$ cat config.mk
export PLATFORM = sky130hd
export DESIGN_NAME = bicubic
export DESIGN_NICKNAME = d
export VERILOG_FILES = /design/src/bicubic_pkg.sv /design/src/bicubic_ifs.sv /design/src/bicubic.sv /design/src/cubic_engine.sv /design/src/phase_divider.sv /design/src/phase_table.sv /design/src/scan_ctrl.sv /design/src/tap_fetch.sv
export SDC_FILE = /design/constraint.sdc
export NUM_CORES = 2
export LEC_CHECK = 0
export BUFFER_PORTS_ARGS = -buffer_cell sky130_fd_sc_hd__buf_2
export CAP_MARGIN = 20
export CORE_ASPECT_RATIO = 1.4
export CORE_MARGIN = 2
export CORE_UTILIZATION = 55
export CTS_BUF_LIST = sky130_fd_sc_hd__clkbuf_16
export CTS_CLUSTER_DIAMETER = 120
export DETAILED_ROUTE_END_ITERATION = 16
export GPL_ROUTABILITY_DRIVEN = 0
export HOLD_SLACK_MARGIN = 0.12
export PLACE_DENSITY_LB_ADDON = 0.1
export SYNTH_ARGS = -nofsm -noshare
export SYNTH_HDL_FRONTEND = slang
export SYNTH_HIERARCHICAL = 1
export SYNTH_SLANG_ARGS = --single-unit
$ cat constraint.sdc
create_clock -name CLK -period 24.1 [get_ports CLK]
set_clock_uncertainty 0.1 [all_clocks]
set_input_delay 2.41 -clock CLK [delete_from_list [all_inputs] [get_ports CLK]]
set_output_delay 2.41 -clock CLK [all_outputs]
set_load 0.02 [all_outputs]
$ cat src/bicubic_pkg.sv
package bicubic_pkg;

    localparam int IMG_DIM     = 100;  // rom row length
    localparam int FRAC_BITS   = 8;
    localparam int DIV_STEPS   = 8;
    localparam int ENG_LATENCY = 3;
    localparam int TABLE_DEPTH = 64;   // entries per axis

    // origins, target coordinates, integer positions
    typedef logic [6:0] coord_t;

    typedef logic [4:0] src_size_t;    // sw, sh
    typedef logic [5:0] tgt_size_t;    // tw, th

    typedef logic [FRAC_BITS-1:0] frac_t;  // q0.8
    typedef logic [7:0] pixel_t;

    typedef logic [13:0] rom_addr_t;
    typedef logic [13:0] mem_addr_t;   // {row, col}

    typedef enum logic [1:0] {
        PH_INIT,
        PH_RUN,
        PH_DONE
    } phase_t;

    typedef enum logic [2:0] {
        RS_FETCH,
        RS_HWAIT,
        RS_VPASS,
        RS_VWAIT,
        RS_WRITE
    } run_state_t;

endpackage

$ cat src/bicubic_ifs.sv
`timescale 1ns/1ns

// phase divider request and answer
interface div_if import bicubic_pkg::*; ();
    logic   start;
    coord_t dividend;
    coord_t divisor;
    logic   done;
    frac_t  frac;

    modport master (output start, dividend, divisor, input done, frac);
    modport slave  (input start, dividend, divisor, output done, frac);
endinterface

// four taps and a phase for one cubic pass
interface tap_if import bicubic_pkg::*; ();
    pixel_t p0;
    pixel_t p1;
    pixel_t p2;
    pixel_t p3;
    frac_t  frac;
    logic   valid;

    modport src  (output p0, p1, p2, p3, frac, valid);
    modport sink (input p0, p1, p2, p3, frac, valid);
endinterface

$ cat src/bicubic.sv
`timescale 1ns/1ns

module bicubic import bicubic_pkg::*; (
    input  logic      CLK,
    input  logic      RST,
    input  coord_t    v0_i,
    input  coord_t    h0_i,
    input  src_size_t sw_i,
    input  src_size_t sh_i,
    input  tgt_size_t tw_i,
    input  tgt_size_t th_i,
    output logic      rom_en_o,
    output rom_addr_t rom_addr_o,
    input  pixel_t    rom_data_i,
    output logic      mem_we_o,
    output mem_addr_t mem_addr_o,
    output pixel_t    mem_data_o,
    output logic      done_o
);

    div_if div_bus ();
    tap_if horz_bus ();
    tap_if vert_bus ();

    logic   tab_wr, tab_wr_row;
    coord_t tab_wr_idx, tab_wr_int, tab_rd_col, tab_rd_row;
    frac_t  tab_wr_frac;
    coord_t col_int, row_int, row_sel;
    frac_t  col_frac, row_frac;
    logic   fetch, eng_sel, res_valid;
    pixel_t res;

    scan_ctrl u_scan_ctrl (
        .CLK(CLK), .RST(RST),
        .sw_i(sw_i), .sh_i(sh_i), .tw_i(tw_i), .th_i(th_i),
        .div(div_bus.master),
        .tab_wr_o(tab_wr), .tab_wr_row_o(tab_wr_row), .tab_wr_idx_o(tab_wr_idx),
        .tab_wr_int_o(tab_wr_int), .tab_wr_frac_o(tab_wr_frac),
        .tab_rd_col_o(tab_rd_col), .tab_rd_row_o(tab_rd_row),
        .row_int_i(row_int), .row_frac_i(row_frac),
        .row_sel_o(row_sel), .fetch_o(fetch),
        .res_valid_i(res_valid), .res_i(res),
        .vert_tap(vert_bus.src), .eng_sel_o(eng_sel),
        .mem_we_o(mem_we_o), .mem_addr_o(mem_addr_o), .mem_data_o(mem_data_o),
        .done_o(done_o)
    );

    phase_divider u_phase_divider (.CLK(CLK), .RST(RST), .div(div_bus.slave));

    phase_table u_phase_table (
        .CLK(CLK), .RST(RST),
        .wr_i(tab_wr), .wr_row_i(tab_wr_row), .wr_idx_i(tab_wr_idx),
        .wr_int_i(tab_wr_int), .wr_frac_i(tab_wr_frac),
        .rd_col_i(tab_rd_col), .rd_row_i(tab_rd_row),
        .col_int_o(col_int), .col_frac_o(col_frac),
        .row_int_o(row_int), .row_frac_o(row_frac)
    );

    tap_fetch u_tap_fetch (
        .CLK(CLK), .RST(RST), .v0_i(v0_i), .h0_i(h0_i),
        .fetch_i(fetch), .row_sel_i(row_sel),
        .col_int_i(col_int), .col_frac_i(col_frac),
        .rom_en_o(rom_en_o), .rom_addr_o(rom_addr_o), .rom_data_i(rom_data_i),
        .horz_tap(horz_bus.src)
    );

    cubic_engine u_cubic_engine (
        .CLK(CLK), .RST(RST), .eng_sel_i(eng_sel),
        .horz_tap(horz_bus.sink), .vert_tap(vert_bus.sink),
        .res_valid_o(res_valid), .res_o(res)
    );

endmodule

$ cat src/cubic_engine.sv
`timescale 1ns/1ns

module cubic_engine import bicubic_pkg::*; (
    input  logic   CLK,
    input  logic   RST,
    input  logic   eng_sel_i,   // 1 takes the vertical pass
    tap_if.sink    horz_tap,
    tap_if.sink    vert_tap,
    output logic   res_valid_o,
    output pixel_t res_o
);

    logic [ENG_LATENCY-1:0] vld_q;
    frac_t              x_s1, x_s2, x2_s2, x3_s2;
    pixel_t             p0_s1, p1_s1, p2_s1, p3_s1, p1_s2;
    logic signed [11:0] ca_s2, cb_s2, cc_s2;
    logic [15:0]        xx_r, xxx_r;
    logic signed [11:0] s0, s1, s2, s3;
    logic signed [21:0] acc;
    logic signed [12:0] acc_sh;
    pixel_t             res_q;

    always_ff @(posedge CLK) begin
        if (RST) begin
            vld_q <= '0;
        end else begin
            vld_q <= {vld_q[ENG_LATENCY-2:0], eng_sel_i ? vert_tap.valid : horz_tap.valid};
        end
    end

    // stage 1 input mux
    always_ff @(posedge CLK) begin
        x_s1  <= eng_sel_i ? vert_tap.frac : horz_tap.frac;
        p0_s1 <= eng_sel_i ? vert_tap.p0 : horz_tap.p0;
        p1_s1 <= eng_sel_i ? vert_tap.p1 : horz_tap.p1;
        p2_s1 <= eng_sel_i ? vert_tap.p2 : horz_tap.p2;
        p3_s1 <= eng_sel_i ? vert_tap.p3 : horz_tap.p3;
    end

    // stage 2 powers of x and tap combinations
    always_comb begin
        xx_r  = x_s1 * x_s1 + 16'd128;
        xxx_r = xx_r[15:8] * x_s1 + 16'd128;
        s0    = $signed({4'b0000, p0_s1});
        s1    = $signed({4'b0000, p1_s1});
        s2    = $signed({4'b0000, p2_s1});
        s3    = $signed({4'b0000, p3_s1});
    end

    always_ff @(posedge CLK) begin
        x_s2  <= x_s1;
        x2_s2 <= xx_r[15:8];
        x3_s2 <= xxx_r[15:8];
        p1_s2 <= p1_s1;
        ca_s2 <= s2 - s0;
        cb_s2 <= 2 * s0 - 5 * s1 + 4 * s2 - s3;
        cc_s2 <= 3 * s1 - 3 * s2 + s3 - s0;
    end

    // stage 3 weighted sum, round, clamp
    always_comb begin
        acc = $signed({5'b00000, p1_s2, 9'b0_0000_0000})
            + $signed({1'b0, x_s2}) * ca_s2
            + $signed({1'b0, x2_s2}) * cb_s2
            + $signed({1'b0, x3_s2}) * cc_s2
            + 22'sd256;
        acc_sh = acc[21:9];
    end

    always_ff @(posedge CLK) begin
        if (acc_sh < 0) begin
            res_q <= 8'd0;
        end else if (acc_sh > 255) begin
            res_q <= 8'd255;
        end else begin
            res_q <= acc_sh[7:0];
        end
    end

    assign res_valid_o = vld_q[ENG_LATENCY-1];
    assign res_o       = res_q;

endmodule

$ cat src/phase_divider.sv
`timescale 1ns/1ns

module phase_divider import bicubic_pkg::*; (
    input  logic CLK,
    input  logic RST,
    div_if.slave div
);

    logic                         busy_q;
    logic                         done_q;
    logic [$clog2(DIV_STEPS)-1:0] step_q;
    coord_t                       rem_q;
    coord_t                       dsor_q;
    frac_t                        quo_q;

    logic                         load;
    coord_t                       rem_src;
    coord_t                       dsor_src;
    logic [7:0]                   shifted;
    logic [8:0]                   diff;
    logic                         q_bit;
    coord_t                       rem_nxt;

    assign load = div.start && !busy_q;

    // first step runs in the start cycle straight off the request
    always_comb begin
        rem_src  = busy_q ? rem_q : div.dividend;
        dsor_src = busy_q ? dsor_q : div.divisor;
        shifted  = {rem_src, 1'b0};
        diff     = {1'b0, shifted} - {2'b00, dsor_src};
        q_bit    = !diff[8];                       // no borrow
        rem_nxt  = q_bit ? diff[6:0] : shifted[6:0];
    end

    always_ff @(posedge CLK) begin
        if (RST) begin
            busy_q <= 1'b0;
            done_q <= 1'b0;
            step_q <= '0;
        end else begin
            done_q <= 1'b0;
            if (load) begin
                busy_q <= 1'b1;
                step_q <= 1;
            end else if (busy_q) begin
                step_q <= step_q + 1'b1;
                if (step_q == DIV_STEPS - 1) begin
                    busy_q <= 1'b0;
                    done_q <= 1'b1;                // last quotient bit lands here
                end
            end
        end
    end

    always_ff @(posedge CLK) begin
        if (load || busy_q) begin
            rem_q  <= rem_nxt;
            dsor_q <= dsor_src;
            quo_q  <= {quo_q[FRAC_BITS-2:0], q_bit};
        end
    end

    assign div.done = done_q;
    assign div.frac = quo_q;

endmodule

$ cat src/phase_table.sv
`timescale 1ns/1ns

module phase_table import bicubic_pkg::*; (
    input  logic   CLK,
    input  logic   RST,
    input  logic   wr_i,
    input  logic   wr_row_i,     // 1 selects the row table
    input  coord_t wr_idx_i,
    input  coord_t wr_int_i,
    input  frac_t  wr_frac_i,
    input  coord_t rd_col_i,
    input  coord_t rd_row_i,
    output coord_t col_int_o,
    output frac_t  col_frac_o,
    output coord_t row_int_o,
    output frac_t  row_frac_o
);

    // entry is {integer offset from window origin, phase}
    logic [$bits(coord_t)+$bits(frac_t)-1:0] col_tab [TABLE_DEPTH];
    logic [$bits(coord_t)+$bits(frac_t)-1:0] row_tab [TABLE_DEPTH];

    logic [$clog2(TABLE_DEPTH)-1:0] wr_a;
    logic [$clog2(TABLE_DEPTH)-1:0] col_a;
    logic [$clog2(TABLE_DEPTH)-1:0] row_a;

    assign wr_a  = wr_idx_i[$clog2(TABLE_DEPTH)-1:0];
    assign col_a = rd_col_i[$clog2(TABLE_DEPTH)-1:0];
    assign row_a = rd_row_i[$clog2(TABLE_DEPTH)-1:0];

    always_ff @(posedge CLK) begin
        if (wr_i && !RST) begin
            if (wr_row_i) begin
                row_tab[wr_a] <= {wr_int_i, wr_frac_i};
            end else begin
                col_tab[wr_a] <= {wr_int_i, wr_frac_i};
            end
        end
    end

    assign {col_int_o, col_frac_o} = col_tab[col_a];
    assign {row_int_o, row_frac_o} = row_tab[row_a];

endmodule

$ cat src/scan_ctrl.sv
`timescale 1ns/1ns

module scan_ctrl import bicubic_pkg::*; (
    input  logic      CLK,
    input  logic      RST,
    input  src_size_t sw_i,
    input  src_size_t sh_i,
    input  tgt_size_t tw_i,
    input  tgt_size_t th_i,
    div_if.master     div,
    output logic      tab_wr_o,
    output logic      tab_wr_row_o,
    output coord_t    tab_wr_idx_o,
    output coord_t    tab_wr_int_o,
    output frac_t     tab_wr_frac_o,
    output coord_t    tab_rd_col_o,
    output coord_t    tab_rd_row_o,
    input  coord_t    row_int_i,
    input  frac_t     row_frac_i,
    output coord_t    row_sel_o,
    output logic      fetch_o,
    input  logic      res_valid_i,
    input  pixel_t    res_i,
    tap_if.src        vert_tap,
    output logic      eng_sel_o,
    output logic      mem_we_o,
    output mem_addr_t mem_addr_o,
    output pixel_t    mem_data_o,
    output logic      done_o
);

    phase_t     phase_q;
    run_state_t rs_q;
    logic       row_axis_q;    // columns first, then rows
    logic       div_busy_q;
    logic       adv_q;
    coord_t     idx_q;
    coord_t     acc_int_q;
    coord_t     acc_rem_q;
    coord_t     tx_q;
    coord_t     ty_q;
    logic [1:0] pass_q;
    logic       we_q;
    pixel_t     data_q;
    pixel_t     hres_q [4];    // horizontal results, top row first

    coord_t     tw_m1;
    coord_t     th_m1;
    coord_t     tgt_m1;
    coord_t     src_m1;
    coord_t     rem_sum;

    assign tw_m1   = {1'b0, tw_i} - 7'd1;
    assign th_m1   = {1'b0, th_i} - 7'd1;
    assign tgt_m1  = row_axis_q ? th_m1 : tw_m1;
    assign src_m1  = row_axis_q ? {2'b00, sh_i} - 7'd1 : {2'b00, sw_i} - 7'd1;
    assign rem_sum = acc_rem_q + src_m1;

    assign div.start    = (phase_q == PH_INIT) && !div_busy_q && !adv_q;
    assign div.dividend = acc_rem_q;
    assign div.divisor  = tgt_m1;

    assign tab_wr_o      = (phase_q == PH_INIT) && div.done;
    assign tab_wr_row_o  = row_axis_q;
    assign tab_wr_idx_o  = idx_q;
    assign tab_wr_int_o  = acc_int_q;
    assign tab_wr_frac_o = div.frac;
    assign tab_rd_col_o  = tx_q;
    assign tab_rd_row_o  = ty_q;

    assign row_sel_o = row_int_i + {5'b00000, pass_q} - 7'd1;  // int-1 .. int+2
    assign fetch_o   = (phase_q == PH_RUN) && (rs_q == RS_FETCH);
    assign eng_sel_o = (phase_q == PH_RUN) && (rs_q == RS_VPASS);

    assign vert_tap.p0    = hres_q[0];
    assign vert_tap.p1    = hres_q[1];
    assign vert_tap.p2    = hres_q[2];
    assign vert_tap.p3    = hres_q[3];
    assign vert_tap.frac  = row_frac_i;
    assign vert_tap.valid = eng_sel_o;

    assign mem_we_o   = we_q;
    assign mem_addr_o = {ty_q, tx_q};
    assign mem_data_o = data_q;
    assign done_o     = (phase_q == PH_DONE);

    always_ff @(posedge CLK) begin
        if (RST) begin
            phase_q    <= PH_INIT;
            rs_q       <= RS_FETCH;
            row_axis_q <= 1'b0;
            div_busy_q <= 1'b0;
            adv_q      <= 1'b0;
            idx_q      <= '0;
            acc_int_q  <= '0;
            acc_rem_q  <= '0;
            tx_q       <= '0;
            ty_q       <= '0;
            pass_q     <= '0;
            we_q       <= 1'b0;
        end else begin
            case (phase_q)
                PH_INIT: begin
                    if (div.start) begin
                        div_busy_q <= 1'b1;
                    end
                    if (div.done) begin
                        div_busy_q <= 1'b0;
                        adv_q      <= 1'b1;
                    end
                    if (adv_q) begin
                        adv_q <= 1'b0;
                        if (idx_q == tgt_m1) begin
                            idx_q      <= '0;
                            acc_int_q  <= '0;
                            acc_rem_q  <= '0;
                            row_axis_q <= 1'b1;
                            if (row_axis_q) begin
                                phase_q <= PH_RUN;
                            end
                        end else begin
                            idx_q <= idx_q + 7'd1;
                            if (rem_sum >= tgt_m1) begin  // carry into integer part
                                acc_rem_q <= rem_sum - tgt_m1;
                                acc_int_q <= acc_int_q + 7'd1;
                            end else begin
                                acc_rem_q <= rem_sum;
                            end
                        end
                    end
                end
                PH_RUN: begin
                    case (rs_q)
                        RS_FETCH: rs_q <= RS_HWAIT;
                        RS_HWAIT: begin
                            if (res_valid_i) begin
                                pass_q <= pass_q + 2'd1;
                                rs_q   <= (pass_q == 2'd3) ? RS_VPASS : RS_FETCH;
                            end
                        end
                        RS_VPASS: rs_q <= RS_VWAIT;
                        RS_VWAIT: begin
                            if (res_valid_i) begin
                                we_q <= 1'b1;
                                rs_q <= RS_WRITE;
                            end
                        end
                        RS_WRITE: begin
                            we_q <= 1'b0;
                            rs_q <= RS_FETCH;
                            if (tx_q == tw_m1) begin
                                tx_q <= '0;
                                if (ty_q == th_m1) begin
                                    phase_q <= PH_DONE;
                                end else begin
                                    ty_q <= ty_q + 7'd1;
                                end
                            end else begin
                                tx_q <= tx_q + 7'd1;
                            end
                        end
                        default: rs_q <= RS_FETCH;
                    endcase
                end
                default: phase_q <= PH_DONE;  // held until reset
            endcase
        end
    end

    always_ff @(posedge CLK) begin
        if (phase_q == PH_RUN && res_valid_i) begin
            if (rs_q == RS_HWAIT) begin
                hres_q[pass_q] <= res_i;
            end
            if (rs_q == RS_VWAIT) begin
                data_q <= res_i;
            end
        end
    end

endmodule

$ cat src/tap_fetch.sv
`timescale 1ns/1ns

module tap_fetch import bicubic_pkg::*; (
    input  logic      CLK,
    input  logic      RST,
    input  coord_t    v0_i,
    input  coord_t    h0_i,
    input  logic      fetch_i,
    input  coord_t    row_sel_i,
    input  coord_t    col_int_i,
    input  frac_t     col_frac_i,
    output logic      rom_en_o,
    output rom_addr_t rom_addr_o,
    input  pixel_t    rom_data_i,
    tap_if.src        horz_tap
);

    logic       rom_en_q;
    logic       data_vld_q;   // rom_data_i valid this cycle
    logic       tap_vld_q;
    logic [1:0] issue_q;      // column offset of the read in flight
    logic [1:0] recv_q;
    coord_t     row_q;
    coord_t     col_q;        // leftmost tap column
    frac_t      frac_q;
    pixel_t     taps_q [4];

    always_ff @(posedge CLK) begin
        if (RST) begin
            rom_en_q   <= 1'b0;
            data_vld_q <= 1'b0;
            tap_vld_q  <= 1'b0;
            issue_q    <= '0;
            recv_q     <= '0;
        end else begin
            data_vld_q <= rom_en_q;
            tap_vld_q  <= data_vld_q && (recv_q == 2'd3);
            if (fetch_i) begin
                rom_en_q <= 1'b1;
                issue_q  <= '0;
            end else if (rom_en_q) begin
                issue_q <= issue_q + 2'd1;
                if (issue_q == 2'd3) begin
                    rom_en_q <= 1'b0;
                end
            end
            if (data_vld_q) begin
                recv_q <= recv_q + 2'd1;  // wraps after the fourth tap
            end
        end
    end

    always_ff @(posedge CLK) begin
        if (fetch_i) begin
            row_q  <= v0_i + row_sel_i;
            col_q  <= h0_i + col_int_i - 7'd1;
            frac_q <= col_frac_i;
        end
        if (data_vld_q) begin
            taps_q[0] <= taps_q[1];
            taps_q[1] <= taps_q[2];
            taps_q[2] <= taps_q[3];
            taps_q[3] <= rom_data_i;
        end
    end

    assign rom_en_o   = rom_en_q;
    assign rom_addr_o = rom_addr_t'(row_q * IMG_DIM + col_q + issue_q);

    assign horz_tap.p0    = taps_q[0];
    assign horz_tap.p1    = taps_q[1];
    assign horz_tap.p2    = taps_q[2];
    assign horz_tap.p3    = taps_q[3];
    assign horz_tap.frac  = frac_q;
    assign horz_tap.valid = tap_vld_q;

endmodule

==> results.sh <==
export IMPL_status="complete, no violations"
export IMPL_crit_fanout=20
export IMPL_path_delay_family="adder cells"
export IMPL_power_static_leakage_uw=0.0410
export IMPL_final_area_um2=114000
export IMPL_final_common_cell="edfxtp_1"
export IMPL_nets=7131
export IMPL_io_pins=85
export IMPL_slowest_stage="dfxtp_1"
export IMPL_clock_sinks=2210
export IMPL_grt_max_degree=97
export IMPL_rr_startpoint="u_cubic_engine/x_s1[2]"
export IMPL_via_per_inst=6.02
export IMPL_place_inst=8610
export IMPL_htree_levels=4
export IMPL_rows=188
export IMPL_worst_r2r_endpoint="u_cubic_engine/x3_s2[7]"
export IMPL_hold_buffers=0
export IMPL_cts_tree="built"
export IMPL_clk_latency_ns=0.84
export IMPL_crit_required_ns=24.72
export IMPL_cts_resized_gates=0
export IMPL_maxSlewHeadroom=0.231
export IMPL_crit_arrival_ns=9.19
export IMPL_drc=0
export IMPL_avgRoutedWirePerCell_um=28.1
export IMPL_cts_root_buffer="clkbuf_16"
export IMPL_die_area_um2=191000
export IMPL_die_h_um=517
export IMPL_die_w_um=370
export IMPL_cp_startpoint="u_cubic_engine/x_s1[2]"
export IMPL_dr_first_iter_drc_count=4512
export IMPL_crit_cells=28
export IMPL_max_freq_mhz=117
export IMPL_rsz0062_at_grt="false"
export IMPL_numCtsBuffers=200
export IMPL_fin_cells=8992
export IMPL_tightestPinTransition_ns=1.15
export IMPL_syn_area_um2=103000
export IMPL_grt_pass1_vias=56500
export IMPL_final_cell_mix="edfxtp_1 (2036), inv_1 (640), mux4_2 (498)"
export IMPL_antenna_found_initial=12
export IMPL_final_hold_viol_count=0
export IMPL_period_needed_ns=8.58
export IMPL_fin_crit_sh=0.356
export IMPL_core_area_um2=187000
export IMPL_grt_pass1_wl_um=374000
export IMPL_cp_common_cell="fa_1"
export IMPL_final_util=0.607
export IMPL_reg2regPathDepth=28
export IMPL_clk_pin_slew_ns=0.07
export IMPL_crit_end="u_cubic_engine/x3_s2[7]"
export IMPL_setup_viol=0
export IMPL_clock_path_buffers=3
export IMPL_syn_nets=6916
export IMPL_final_max_slew_viol_count=0
export IMPL_peakVddDrop_v=0.0000714
export IMPL_drive_above_1_share=0.188
export IMPL_vias=54200
export IMPL_place_area_um2=107000
export IMPL_post_cts_setup_buffers=0
export IMPL_syn_inst=6133
export IMPL_portBuffers=84
export IMPL_grt_overflow_total=0
export IMPL_drt_pre_antenna_iters=8
export IMPL_avgSynthCellArea_um2=16.8
export IMPL_dp_hpwl_um=170000
export IMPL_start_util=0.552
export IMPL_p_per_area_nw_per_um2=66.6
export IMPL_yosysWarningCount=6
export IMPL_finalSetupTns_ns=0
export IMPL_grt_use_total=0.269
export IMPL_startpoint_type="register"
export IMPL_area_growth_pct=9.91
export IMPL_end_kind="register"
export IMPL_ant_nets=0
export IMPL_slowest_delay_ns=0.77
export IMPL_crit_type="register to register"
export IMPL_total_power_uw=7560
export IMPL_r2r_setup_slack_ns=15.52
export IMPL_drt_total_wl_um=252000
export IMPL_hp_class="register to register"
export IMPL_maxCapViolations=0
export IMPL_cp_buffers_inverters=6
-- per-stage QoR --
step / hold WS [ns] / setup slack (ns)
3_5_place_dp: 0.331 / 15.43
3_3_place_gp: 0.323 / 15.59
4_1_cts: 0.351 / 15.40
6_report: 0.346 / 15.52
5_1_grt: 0.348 / 14.89
2_1_floorplan: 0.282 / 16.31
-- metal layers --
metal / track usage / part of all wire / vias up
met5: 0 / 0.00037 / -
met4: 0.0897 / 0.036 / 16
met3: 0.0409 / 0.055 / 388
met2: 0.474 / 0.52 / 1607
met1: 0.342 / 0.38 / 28700
li1: - / - / 23400
-- worst min-delay path by stage --
stage                        startpoint                        to  cells after the start
2_1_floorplan    u_cubic_engine/x_s1[0]    u_cubic_engine/x_s2[0]                      0
3_3_place_gp   u_tap_fetch/taps_q[2][6]  u_tap_fetch/taps_q[1][6]                      0
3_5_place_dp   u_tap_fetch/taps_q[1][3]  u_tap_fetch/taps_q[0][3]                      0
4_1_cts        u_tap_fetch/taps_q[2][5]  u_tap_fetch/taps_q[1][5]                      0
5_1_grt        u_tap_fetch/taps_q[3][4]  u_tap_fetch/taps_q[2][4]                      0
6_report       u_tap_fetch/taps_q[2][5]  u_tap_fetch/taps_q[1][5]                      0
-- report_power, final --
part | leakage (uW) | total, uW | switching (uW) | internal (uW)
Clock | 0.00327 | 3120 | 1410 | 1710
Combinational | 0.0167 | 189 | 150 | 39.8
Sequential | 0.0210 | 4250 | 13.1 | 4240
-- cell type report --
type                    count  area (um2)
fillers                 13900       73500
flip-flops and latches   2210       64700
multi-input cells        3057       35100
clock buffers             201        5030
well taps                2470        3090
inverters                 604        2270
repair buffers            275        1940
clock inverters           168        1380
diodes                      7        17.5
-- state kept, by name, summed over array words and instances (netlist names), 9 cells and up --
signal                 cells
u_cubic_engine/cc_s2      12
u_phase_table/col_tab    960
u_scan_ctrl/hres_q        32
u_tap_fetch/taps_q        32
u_cubic_engine/cb_s2      12
u_cubic_engine/ca_s2       9
u_phase_table/row_tab    960
No activity file was read; power rests on OpenSTA's default activity.
